### src/logic/rv_pkg.sv
// rv_pkg: widths, opcodes, ALU codes and stage packet types for the RV64 core
`default_nettype none

package rv_pkg;

  localparam int XLEN      = 64;
  localparam int ILEN      = 32;
  localparam int REG_IDX_W = 5;
  localparam int NUM_REGS  = 32;

  localparam logic [XLEN-1:0]      RESET_PC   = '0;
  localparam logic [ILEN-1:0]      PUTCH_INST = 32'h0000_007b;
  localparam logic [REG_IDX_W-1:0] PUTCH_REG  = 5'd10;

  // major opcodes
  localparam logic [6:0] OPC_OP     = 7'b0110011;
  localparam logic [6:0] OPC_OP_IMM = 7'b0010011;
  localparam logic [6:0] OPC_LUI    = 7'b0110111;
  localparam logic [6:0] OPC_LOAD   = 7'b0000011;
  localparam logic [6:0] OPC_STORE  = 7'b0100011;
  localparam logic [6:0] OPC_BRANCH = 7'b1100011;
  localparam logic [6:0] OPC_JAL    = 7'b1101111;

  // alu operations where PASS forwards op2
  localparam logic [2:0] ALU_ADD  = 3'd0;
  localparam logic [2:0] ALU_SUB  = 3'd1;
  localparam logic [2:0] ALU_AND  = 3'd2;
  localparam logic [2:0] ALU_OR   = 3'd3;
  localparam logic [2:0] ALU_XOR  = 3'd4;
  localparam logic [2:0] ALU_PASS = 3'd5;

  //////////////////////////////////////////////////////////////////////
  // instruction formats

  typedef struct packed {
    logic [6:0]           funct7;
    logic [REG_IDX_W-1:0] rs2;
    logic [REG_IDX_W-1:0] rs1;
    logic [2:0]           funct3;
    logic [REG_IDX_W-1:0] rd;
    logic [6:0]           opcode;
  } r_fmt_t;

  typedef struct packed {
    logic [11:0]          imm;
    logic [REG_IDX_W-1:0] rs1;
    logic [2:0]           funct3;
    logic [REG_IDX_W-1:0] rd;
    logic [6:0]           opcode;
  } i_fmt_t;

  typedef struct packed {
    logic [6:0]           imm_hi;
    logic [REG_IDX_W-1:0] rs2;
    logic [REG_IDX_W-1:0] rs1;
    logic [2:0]           funct3;
    logic [4:0]           imm_lo;
    logic [6:0]           opcode;
  } s_fmt_t;

  typedef struct packed {
    logic                 imm_12;
    logic [5:0]           imm_10_5;
    logic [REG_IDX_W-1:0] rs2;
    logic [REG_IDX_W-1:0] rs1;
    logic [2:0]           funct3;
    logic [3:0]           imm_4_1;
    logic                 imm_11;
    logic [6:0]           opcode;
  } b_fmt_t;

  typedef struct packed {
    logic [19:0]          imm;
    logic [REG_IDX_W-1:0] rd;
    logic [6:0]           opcode;
  } u_fmt_t;

  typedef struct packed {
    logic                 imm_20;
    logic [9:0]           imm_10_1;
    logic                 imm_11;
    logic [7:0]           imm_19_12;
    logic [REG_IDX_W-1:0] rd;
    logic [6:0]           opcode;
  } j_fmt_t;

  typedef union packed {
    r_fmt_t r;
    i_fmt_t i;
    s_fmt_t s;
    b_fmt_t b;
    u_fmt_t u;
    j_fmt_t j;
  } inst_u;

  //////////////////////////////////////////////////////////////////////
  // stage packets

  typedef struct packed {
    logic [XLEN-1:0] pc;
    inst_u           inst;
  } fetch_pkt_t;

  typedef struct packed {
    logic [XLEN-1:0]      pc;
    logic [XLEN-1:0]      op1;
    logic [XLEN-1:0]      op2;
    logic [XLEN-1:0]      st_data;
    logic [XLEN-1:0]      imm;
    logic [2:0]           alu_op;
    logic [REG_IDX_W-1:0] rd;
    logic                 rd_wen;
    logic                 is_load;
    logic                 is_store;
    logic                 is_beq;
    logic                 is_bne;
    logic                 is_jal;
    logic                 is_putch;
  } dec_pkt_t;

  typedef struct packed {
    logic [REG_IDX_W-1:0] rd;
    logic                 rd_wen;
    logic [XLEN-1:0]      result;
    logic [XLEN-1:0]      mem_addr;
    logic [XLEN-1:0]      st_data;
    logic                 is_load;
    logic                 is_store;
    logic                 is_putch;
    logic [7:0]           putch_char;
    logic [XLEN-1:0]      next_pc;
  } exe_pkt_t;

  typedef struct packed {
    logic [REG_IDX_W-1:0] idx;
    logic                 en;
    logic [XLEN-1:0]      data;
  } rf_wr_t;

endpackage

`default_nettype wire

### src/logic/mem_wb_stage.sv
// mem_wb_stage: data-bus access, register write-back, putch strobe and retire
`timescale 1ns/1ns
`default_nettype none

module mem_wb_stage (
  input  wire logic                     i_clk,
  input  wire logic                     i_rst,
  input  wire logic                     i_exe_req,
  input  wire rv_pkg::exe_pkt_t         i_exe_pkt,
  output logic                          o_exe_ack,
  output logic                          o_dbus_req,
  output logic                          o_dbus_we,
  output logic [rv_pkg::XLEN-1:0]       o_dbus_addr,
  output logic [rv_pkg::XLEN-1:0]       o_dbus_wdata,
  input  wire logic                     i_dbus_ack,
  input  wire logic [rv_pkg::XLEN-1:0]  i_dbus_rdata,
  output rv_pkg::rf_wr_t                o_rf_wr,
  output logic                          o_retire,
  output logic [rv_pkg::XLEN-1:0]       o_next_pc,
  output logic                          o_putch_valid,
  output logic [7:0]                    o_putch_char
);

  rv_pkg::exe_pkt_t        pkt_q;
  logic                    is_mem;
  logic                    done;
  logic                    wr_en_q;
  logic [rv_pkg::XLEN-1:0] wr_data_q;

  assign is_mem = pkt_q.is_load || pkt_q.is_store;
  // non-memory ops finish right after the take, LD/SD on the bus ack
  assign done   = (o_exe_ack && !is_mem) || (o_dbus_req && i_dbus_ack);

  // held stable from pkt_q while the request is up
  assign o_dbus_we    = pkt_q.is_store;
  assign o_dbus_addr  = pkt_q.mem_addr;
  assign o_dbus_wdata = pkt_q.st_data;
  assign o_next_pc    = pkt_q.next_pc;
  assign o_putch_char = pkt_q.putch_char;
  assign o_rf_wr      = '{idx: pkt_q.rd, en: wr_en_q, data: wr_data_q};

  always_ff @(posedge i_clk) begin
    if (i_rst) begin
      o_exe_ack     <= 1'b0;
      o_dbus_req    <= 1'b0;
      o_retire      <= 1'b0;
      o_putch_valid <= 1'b0;
      wr_en_q       <= 1'b0;
    end else begin
      o_exe_ack <= i_exe_req && !o_exe_ack && !o_dbus_req;
      if (o_exe_ack && is_mem) begin
        o_dbus_req <= 1'b1;
      end else if (i_dbus_ack) begin
        o_dbus_req <= 1'b0;
      end
      o_retire      <= done;
      o_putch_valid <= done && pkt_q.is_putch;
      wr_en_q       <= done && pkt_q.rd_wen;
    end
  end

  always_ff @(posedge i_clk) begin
    if (i_exe_req && !o_exe_ack && !o_dbus_req) begin
      pkt_q <= i_exe_pkt;
    end
    if (done) begin
      wr_data_q <= pkt_q.is_load ? i_dbus_rdata : pkt_q.result;
    end
  end

endmodule

`default_nettype wire

### config.mk
export PLATFORM = sky130hd
export DESIGN_NAME = mem_wb_stage
export DESIGN_NICKNAME = d
export VERILOG_FILES = /design/src/logic/rv_pkg.sv /design/src/logic/mem_wb_stage.sv
export SDC_FILE = /design/constraint.sdc
export NUM_CORES = 1
export LEC_CHECK = 0
export BUFFER_PORTS_ARGS = -buffer_cell sky130_fd_sc_hd__buf_2
export CAP_MARGIN = 40
export CORE_AREA = 2 2 240 242
export DETAILED_ROUTE_END_ITERATION = 16
export DIE_AREA = 0 0 242 244
export SLEW_MARGIN = 20
export SYNTH_ARGS = -nofsm -noshare
export SYNTH_HDL_FRONTEND = slang
export SYNTH_SLANG_ARGS = --single-unit
### constraint.sdc
create_clock -name i_clk -period 35.1 [get_ports i_clk]
set_clock_uncertainty 0.1 [all_clocks]
set_input_delay 5.265 -clock i_clk [delete_from_list [all_inputs] [get_ports i_clk]]
set_output_delay 5.265 -clock i_clk [all_outputs]
set_load 0.005 [all_outputs]
* Word-level counts from Yosys, hierarchy flattened
Cells that the tools add are included.
Storage, ports and cells: register bits 342, input bits 341, output and inout port bits 275
Cells by class: muxes and demuxes 3, reduce and logical (&&, ||, !) cells 13
Operators by type and width (count):
- 64-bit 2-to-1 mux | 1
- 1-bit logical AND | 7
- 1-bit logical NOT | 3
- 1-bit logical OR | 2
- 1-bit 2-to-1 mux | 2
- 2-bit nonzero test | 1

* Depth between registers and ports, before layout
Gate-level depths: netlist of the first run.
word-level depth 5, mapped depth 4, gate-level depth less buffers 2

* Worst setup path before layout of the first run
Ideal clock, no wire load.
path type input to register, from input i_exe_req, to register pkt_q (netlist bit o_dbus_addr[0]) (enable), setup slack 9.006 ns, stages 1, buffers on the path 0, library setup time 1.297 ns, arrival time 24.697 ns, required time 33.703 ns, path through nor3b_1
Between the ends: word-level cells in the longest chain between the ends 2
Ends and longest elaborated chain:
- start, declared | RTL line mem_wb_stage.sv:8 | input wire logic i_exe_req,
- 1-bit logical AND (2 in a row) | RTL line mem_wb_stage.sv:63 | if (i_exe_req && !o_exe_ack && !o_dbus_req) begin
- end signal, assigned | RTL line mem_wb_stage.sv:64 | pkt_q <= i_exe_pkt;
- end, declared | RTL line mem_wb_stage.sv:24 | rv_pkg::exe_pkt_t pkt_q;
Every way passes these cells. A chain may end at the register's enable or synchronous reset.

* Final worst setup path of the first run
from input i_exe_req, to register pkt_q (netlist bit o_dbus_wdata[22]) (enable)
The elaborated chain is that of the path after synthesis.

==> results of run 1 <==
-- Yosys cell counts --
master / n
edfxtp_1: 337
buf_4: 206
mux2_2: 64
buf_2: 6
dfxtp_1: 5
a21oi_1: 4
nand2b_1: 3
nand2_1: 2
buf_6: 1
nor2b_1: 1
nor3b_1: 1
o21ai_0: 1
or3b_4: 1
-- per-stage QoR --
stage	cell area, µm²	util	power, µW	instances	hold slack [ns]
6_report	16400	0.292	962	1867	0.424
5_1_grt	16400	0.292	999	1866	0.441
4_1_cts	16400	0.292	979	1866	0.417
3_5_place_dp	15100	0.270	564	1796	0.408
3_3_place_gp	15100	0.269	561	1794	0.392
2_1_floorplan	12600	-	548	632	0.372
-- worst min-delay path, cell delays in order, from the launching register on --
cell and delay (ns):
edfxtp_1 0.36, nand2b_1 0.08, a21oi_1 0.04
-- power breakdown --
| group | switching (µW) | internal, µW |
|---|---|---|
| logic | 33.6 | 31.9 |
| registers | 6.92 | 480 |
| clock network | 165 | 244 |
| total | 206 | 756 |
-- area by class of cell --
cell class / instances / share of cell area
sequential: 342 / 0.622
multi-input combinational: 77 / 0.0493
tap: 756 / 0.0576
timing repair buffer: 621 / 0.193
clock buffer: 46 / 0.0636
antenna: 1 / 0.000152
clock inverter: 24 / 0.0144
-- registers in the layout (all words and copies together) (netlist names) --
| register | count |
|---|---|
| o_exe_ack | 1 |
| o_putch_valid | 1 |
| o_putch_char | 8 |
| o_dbus_we | 1 |
| wr_data_q | 64 |
| o_next_pc | 64 |
| o_dbus_req | 1 |
| o_rf_wr | 5 |
| o_dbus_addr | 64 |
| pkt_q | 67 |
| o_retire | 1 |
| o_dbus_wdata | 64 |
| wr_en_q | 1 |
-- metal layers --
metal / global-route usage / routed length [µm] / up-vias
met5: 0 / 95 / -
met1: 0.111 / 11600 / 3218
met2: 0.183 / 16700 / 391
met3: 0.0564 / 3950 / 60
li1: - / - / 3035
met4: 0.0336 / 709 / 14
-- worst paths after layout --
path              start               end  cells past startpoint
max reg2reg  o_dbus_req  o_dbus_wdata[22]                      3
min          pkt_q[267]           wr_en_q                      2
min reg2reg  pkt_q[267]           wr_en_q                      2
max           i_exe_req  o_dbus_wdata[22]                      4
-- logic make-up (layout without fill, tap and decap cells) --
family,after synthesis,in the layout,share of synthesized area
compound gates,5,5,0.00198
buf+inv,213,691,0.126
simple gates,8,8,0.00407
mux,64,64,0.0572
other cells,0,1,0
flops,342,342,0.811
==> run metrics, run 1 <==
root buffer cell=clkbuf_16; slew margin rel.=0.354; Worst-Skew Late Latency=approximately 0.55 ns; first-pass GRT wire length=46.2 mm; most frequent cells in the layout=buf_2, edfxtp_1, mux2_2; register area share after synthesis=0.811; Num CTS Buffers=40; die height=approximately 240 µm; Residual DRC=0; Yosys top cell area share=0.803; Via density=between 3 and 4; TNS Setup=0 ns; status=completed; Crit-path slowest cell=buf_4; main area contributors after synthesis=edfxtp_1, buf_4, mux2_2, dfxtp_1, buf_2; CTS tree=done; via count=between 6000 and 7000; Leakage=between 0.006 and 0.007 µW; initial core utilization=0.224; die area=59000 µm²; final layout net count=around 1400; FF-to-FF setup slack=roughly 33 ns; Final Max Slew Viols=0; post-synthesis cell count=~630; area leader, netlist=edfxtp_1; site row count=87; CP Buf/Inv Count=3; Setup crit end kind=register; footprint of the multi-input gates=~810 µm²; Avg Cell Area, Syn=19.9 µm²; Yosys reg bits=~340; via count of the first global-routing pass=7244; library cells used by synthesis=13; placer congestion estimate=approximately 0.85; Final ANT Viol Nets=0; Die Width=~240 µm; max-cap viol count=0; grt total ovfl=0; Syn. warnings=0; critical path class=primary input to register; post-CTS setup buffers=0; CTS resizes=0; Post-Place Worst Slack=~28 ns; Bufs on Longest Clock Path=3; CP arrival=between 6 and 7 ns; routed wire length=around 33 mm; Cell Area, Synth=about 13000 µm²; Required @ worst endpoint=approximately 35 ns; I/O Pins=616; final setup fails=0; DRT iter0 DRCs=222; hpwl dp=25.3 mm; crit path max fanout=roughly 150; fin crit period=~6.9 ns; gr usage total=0.106; Highest Clock Rate=about 0.15 GHz; I/O Buffers=roughly 600; final hold vios=0; crit-path cells=buf_2 -> nor3b_2 -> buf_4 -> buf_12; CTS clock-pin slew for the worst setup and hold paths=0.06 ns; Fill cells=between 5000 and 6000; share of layout cells above drive strength 1=0.671; Power Density=58.5 nW/µm²; Storage cell area=about 10000 µm²; Syn Nets=973; commonest non-fill, non-tap cell in the layout=buf_2; CP peak stage delay=a little under 0.6 ns; Worst Tran Pin Value=0.969 ns; largest net degree at the start of global routing=roughly 150; Peak VDD IR=approximately 0.044 mV; Tcrit/Tclk final=0.196; post-layout worst setup margin=around 28 ns; antenna violations before repair=8; CTS sink count=between 300 and 400; crit-path leading delay family=buffers and inverters; class of the worst hold path=register to register; Setup crit start kind=primary input; RSZ-0062 raised after global routing=no; Core Region=roughly 56000 µm²; Area Growth Syn to Fin=30.3%; DR WL/cell=17.7 µm; H-tree levels=2; Post-CTS Hold Buffers=0; TritonRoute pass-1 iters=4
Note: power is estimated with default switching activity, not from simulation.
==> run 2, diff against run 1 <==
--- a/config.mk
+++ b/config.mk
@@ -5,11 +5,12 @@
 export SDC_FILE = /design/constraint.sdc
 export NUM_CORES = 1
 export LEC_CHECK = 0
+export ABC_AREA = 1
 export BUFFER_PORTS_ARGS = -buffer_cell sky130_fd_sc_hd__buf_2
 export CAP_MARGIN = 40
-export CORE_AREA = 2 2 240 242
+export CORE_AREA = 2 2 241 243
 export DETAILED_ROUTE_END_ITERATION = 16
-export DIE_AREA = 0 0 242 244
+export DIE_AREA = 0 0 243 245
 export SLEW_MARGIN = 20
 export SYNTH_ARGS = -nofsm -noshare
 export SYNTH_HDL_FRONTEND = slang
==> constraint.sdc (replaced) <==
create_clock -name i_clk -period 7.2 [get_ports i_clk]
set_clock_uncertainty 0.1 [all_clocks]
set_input_delay 1.08 -clock i_clk [delete_from_list [all_inputs] [get_ports i_clk]]
set_output_delay 1.08 -clock i_clk [all_outputs]
set_load 0.005 [all_outputs]
==> run metrics, run 2 <==
status=completed (unchanged); via count of the first global-routing pass=7113 (was 7244); slew margin rel.=0.363 (was 0.354); hpwl dp=24.0 mm (was 25.3 mm); final hold vios=0 (unchanged); I/O Pins=616 (unchanged); Num CTS Buffers=37 (was 40); DR WL/cell=16.6 µm (was 17.7 µm); via count=6701 (was 6718); Required @ worst endpoint=7.24 ns (was 35.17 ns); max-cap viol count=0 (unchanged); routed wire length=31.1 mm (was 33.1 mm); first-pass GRT wire length=43.4 mm (was 46.2 mm); most frequent cells in the layout=buf_2, edfxtp_1, mux2_4 (was buf_2, edfxtp_1, mux2_2); final setup fails=0 (unchanged); Final ANT Viol Nets=0 (unchanged); class of the worst hold path=register to register (unchanged); Syn. warnings=0 (unchanged); antenna violations before repair=9 (was 8); Syn Nets=978 (was 973); Yosys reg bits=342 (unchanged); root buffer cell=clkbuf_16 (unchanged); Core Region=57000 µm² (was 56200 µm²); RSZ-0062 raised after global routing=no (unchanged); die area=59500 µm² (was 59000 µm²); library cells used by synthesis=14 (was 13); Bufs on Longest Clock Path=3 (unchanged); largest net degree at the start of global routing=141 (was 146); Highest Clock Rate=approximately 0.37 GHz; total power draw=4390 µW (was 962 µW); dpl cells=1809 (was 1796); TritonRoute pass-1 iters=4 (unchanged); CTS resizes=0 (unchanged); Worst Tran Pin Value=0.956 ns (was 0.969 ns); I/O Buffers=615 (unchanged); Peak VDD IR=0.178 mV (was 0.0436 mV); post-CTS setup buffers=0 (unchanged); site row count=88 (was 87); fin crit period=around 2.7 ns; register area share after synthesis=0.800 (was 0.811); Avg Cell Area, Syn=20.1 µm² (was 19.9 µm²); CP arrival=2.75 ns (was 6.94 ns); die height=245 µm (was 244 µm); Die Width=243 µm (was 242 µm); DRT iter0 DRCs=270 (was 222); H-tree levels=2 (unchanged); CTS tree=done (unchanged); placer congestion estimate=0.822 (was 0.845); fin cells=1869 (was 1867); Post-CTS Hold Buffers=0 (unchanged); Setup crit end kind=register (unchanged); Setup crit start kind=primary input (unchanged); Via density=3.59 (was 3.60); number of flops mapped to enable cells by yosys=337 (unchanged); Residual DRC=0 (unchanged); Largest Register=pkt_q (unchanged); Final Max Slew Viols=0 (unchanged); Yosys top cell area share=0.792 (was 0.803); Tcrit/Tclk final=0.377; main area contributors after synthesis=edfxtp_1, buf_4, mux2_4, mux2_2, dfxtp_1 (was edfxtp_1, buf_4, mux2_2, dfxtp_1, buf_2); share of layout cells above drive strength 1=0.664 (was 0.671); grt total ovfl=0 (unchanged); count leader, synth=edfxtp_1 (unchanged); area leader, netlist=edfxtp_1 (unchanged); Async S/R FF share, synth=0 (unchanged); CTS sink count=342 (unchanged); Leakage=0.00670 µW (was 0.00662 µW); Area Growth Syn to Fin=28.0% (was 30.3%); max reg flops=67 (unchanged); gr usage total=0.0978 (was 0.106); Worst-Skew Late Latency=0.52 ns (was 0.55 ns); commonest non-fill, non-tap cell in the layout=buf_2 (unchanged); critical path class=primary input to register (unchanged); most instantiated cells after synthesis=edfxtp_1, buf_4, mux2_4 (was edfxtp_1, buf_4, mux2_2); Power Density=269 nW/µm² (was 58.5 nW/µm²); Cell Area, Synth=12800 µm² (was 12600 µm²); CTS clock-pin slew for the worst setup and hold paths=0.05 ns (was 0.06 ns); crit path max fanout=140 (was 145); post-synthesis cell count=637 (was 632); final layout net count=1424 (was 1423); Synth Flop Type=edfxtp_1 (unchanged); initial core utilization=0.224 (about the same); n_diodes=0 (was 1)
-- run 2: changes by cell type after synthesis, sizes merged, moves of 3 or more --
cell	before	now
a21oi	4	1
nand2	2	5
inv	0	6
nand2b	3	0
nor2	0	3
-- run 2: path summary, 6_finish.rpt --
path / startpoint / end / slack, ns / cells after the start
max reg2reg: pkt_q[74] / wr_data_q[62] / 4.74 / 3
min: pkt_q[72] / o_putch_valid / 0.38 / 2
max: i_exe_req / o_dbus_addr[42] / 4.49 / 5
min reg2reg: pkt_q[72] / o_putch_valid / 0.38 / 2
-- run 2: metrics by stage --
step                      cell area, µm²  worst slack [ns]  hold WS [ns]  TNS, ns   util
after floorplan                    12800            -0.925         0.339  -252.59      -
after global placement             15300              3.96         0.375        0  0.268
after detailed placement           15300              3.90         0.371        0  0.268
after CTS                          16400              4.48         0.387        0  0.287
after global routing               16400              4.37         0.424        0  0.287
final                              16400              4.49         0.381        0  0.287
-- run 2: report_power, final --
| part | switching [µW] | internal (µW) |
|---|---|---|
| clock network | 722 | 969 |
| logic | 162 | 166 |
| registers | 32.9 | 2340 |
-- run 2: critical path, cell delays in order --
cell	delay, ns
buf_2	0.16
inv_12	0.03
nor3_4	0.21
buf_12	0.42
buf_12	0.47
-- run 2: layout make-up --
class	count	area (µm²)
fill	5811	40700
sequential	342	10200
timing repair buffer	620	3150
clock buffer	50	1000
tap	765	957
multi-input combinational	76	937
clock inverter	10	47.5
inverter	6	35.0
-- run 2: layer usage --
metal / share of wire / vias up / track usage / wire, µm
met4: 0.027 / 12 / 0.0343 / 836
met1: 0.36 / 3211 / 0.105 / 11300
li1: - / 3022 / - / -
met2: 0.50 / 393 / 0.168 / 15500
met3: 0.11 / 63 / 0.0464 / 3370
met5: 0.0023 / - / 0 / 70
-- run 2: cells by family (layout without fill, tap and decap cells) --
logic type / Yosys count / count (layout) / synth area share
buffers and inverters: 219 / 686 / 0.128
flip-flops: 342 / 342 / 0.800
AND/OR/NAND/NOR: 10 / 10 / 0.00323
AO/OA/AOI/OAI: 2 / 2 / 0.000783
multiplexers: 64 / 64 / 0.0679
==> run 3, diff against run 2 <==
==> constraint.sdc (replaced) <==
create_clock -name i_clk -period 2.5 [get_ports i_clk]
set_clock_uncertainty 0.1 [all_clocks]
set_input_delay 0.375 -clock i_clk [delete_from_list [all_inputs] [get_ports i_clk]]
set_output_delay 0.375 -clock i_clk [all_outputs]
set_load 0.005 [all_outputs]
==> run metrics, run 3 (synthesis gave the netlist of run 2 again) <==
TritonRoute pass-1 iters=4 (unchanged); share of layout cells above drive strength 1=0.542 (was 0.664); max reg flops=67 (unchanged); grt total ovfl=0 (unchanged); Area Growth Syn to Fin=52.4% (was 28.0%); Storage cell area=10200 µm² (unchanged); hpwl dp=24.8 mm (was 24.0 mm); Leakage=0.00803 µW (was 0.00670 µW); Final ANT Viol Nets=0 (unchanged); status=completed (unchanged); die area=59500 µm² (unchanged); Tcrit/Tclk final=0.692; max-cap viol count=0 (unchanged); antenna violations before repair=8 (was 9); Die Width=243 µm (unchanged); internal cell power=10900 µW (was 3480 µW); cell area after layout=19500 µm² (was 16400 µm²); gr usage total=0.112 (was 0.0978); Hold Crit Depth=3 (was 2); slew margin rel.=0.687 (was 0.363); root buffer cell=clkbuf_16 (unchanged); Seq pwr share=0.495 (was 0.541); Worst-Skew Late Latency=0.53 ns (was 0.52 ns); Num CTS Buffers=39 (was 37); CTS tree=done (unchanged); dpl cells=1823 (was 1809); Setup crit end kind=register (unchanged); initial core utilization=0.224 (unchanged); largest net degree at the start of global routing=66 (was 141); class of the worst hold path=primary input to register (was register to register); FF-to-FF path depth=3 (unchanged); critical path class=register to register (was primary input to register); final layout net count=1714 (was 1424); FF-to-FF setup slack=0.77 ns (was 4.74 ns); Critical R2R Capture=o_dbus_addr[51] (was wr_data_q[62]); fin cells=2171 (was 1869); via count=7902 (was 6701); Required @ worst endpoint=2.60 ns (was 7.24 ns); RSZ-0062 raised after global routing=no (unchanged); part of the power in combinational logic=0.098 (was 0.075); Highest Clock Rate=approximately 0.58 GHz; commonest non-fill, non-tap cell in the layout=buf_2 (unchanged); Fill cells=5480 (was 5811); CTS resizes=0 (unchanged); min-delay src=i_exe_req (was pkt_q[72]); post-layout util=0.341 (was 0.287); NetSw=2910 µW (was 916 µW); Core Region=57000 µm² (unchanged); DR WL/cell=16.3 µm (was 16.6 µm); CTS sink count=342 (unchanged); Worst Tran Pin Value=0.469 ns (was 0.956 ns); fin crit period=~1.7 ns; Post-CTS Hold Buffers=274 (was 0); post-CTS setup buffers=0 (unchanged); I/O Pins=616 (unchanged); H-tree levels=2 (unchanged); Setup crit start kind=register (was primary input); Power Density=710 nW/µm² (was 269 nW/µm²); site row count=88 (unchanged); CTS clock-pin slew for the worst setup and hold paths=0.06 ns (was 0.05 ns); R2R Path Start=o_exe_ack (was pkt_q[74]); crit path max fanout=29 (was 140); dpl cell area=15400 µm² (was 15300 µm²); Post-Place Worst Slack=0.534 ns (was 3.90 ns); TNS Setup=0 ns (unchanged); CP arrival=1.83 ns (was 2.75 ns); Final Max Slew Viols=0 (unchanged); routed wire length=35.5 mm (was 31.1 mm); switching part of the total=0.211 (was 0.209); final hold vios=0 (unchanged); Bufs on Longest Clock Path=3 (unchanged); via count of the first global-routing pass=8715 (was 7113); placer congestion estimate=0.859 (was 0.822); final setup fails=0 (unchanged); most frequent cells in the layout=buf_2, edfxtp_1, dlygate4sd3_1 (was buf_2, edfxtp_1, mux2_4); Peak VDD IR=0.535 mV (was 0.178 mV); die height=245 µm (unchanged); Largest Register=pkt_q (unchanged); I/O Buffers=615 (unchanged); post-layout worst setup margin=0.770 ns (was 4.49 ns); Residual DRC=0 (unchanged); DRT iter0 DRCs=295 (was 270); footprint of the multi-input gates=937 µm² (unchanged); Hold EP=o_exe_ack (was o_putch_valid); first-pass GRT wire length=50.1 mm (was 43.4 mm); Via density=3.64 (was 3.59); clock power share=0.406 (was 0.385)
[run 3: worst max-delay path, stage by stage (launching register included)]
cell and delay [ns]:
dfxtp_1 0.36, nor3_4 0.29, buf_12 0.24, buf_4 0.36
[run 3: cell type report]
class | count | share of cell area
antenna | 3 | 0.000386
clock buffer | 50 | 0.0555
clock inverter | 21 | 0.0100
inverter | 6 | 0.00180
multi-input combinational | 76 | 0.0481
sequential | 342 | 0.525
tap | 765 | 0.0492
timing repair buffer | 908 | 0.310
[run 3: metrics by stage]
stage / hold slack [ns] / power, µW
3_5_place_dp: 0.367 / 7980
4_1_cts: 0.00207 / 14000
3_3_place_gp: 0.361 / 7960
2_1_floorplan: 0.339 / 7600
5_1_grt: 0.0140 / 14300
6_report: 0.0475 / 13800
[run 3: layer usage]
| metal | GRT usage | up-vias | share of wire |
|---|---|---|---|
| met5 | 0 | - | 0.0023 |
| met3 | 0.0434 | 86 | 0.087 |
| met2 | 0.199 | 429 | 0.51 |
| met1 | 0.119 | 3756 | 0.36 |
| met4 | 0.0440 | 12 | 0.032 |
| li1 | - | 3619 | - |
[run 3: how the worst max path moves through the flow]
stage | startpoint | depth (start not counted) | slack [ns] | end
floorplan | i_exe_req | 2 | -4.92 | o_dbus_addr[0]
global placement | i_exe_req | 5 | 0.54 | o_dbus_wdata[53]
detailed placement | i_exe_req | 5 | 0.53 | o_dbus_wdata[53]
CTS | o_exe_ack | 3 | 0.74 | o_dbus_wdata[1]
global route | o_exe_ack | 3 | 0.67 | o_dbus_addr[1]
finish | o_exe_ack | 3 | 0.77 | o_dbus_addr[51]
[run 3: power by group through the flow]
| stage | Sequential (µW) | Combinational (µW) | Clock [µW] |
|---|---|---|---|
| after global placement | 6960 | 999 | 0 |
| after global routing | 6870 | 1460 | 5990 |
| final | 6850 | 1360 | 5610 |
| after floorplan | 7000 | 599 | 0 |
| after CTS | 6850 | 1360 | 5790 |
| after detailed placement | 6960 | 1020 | 0 |
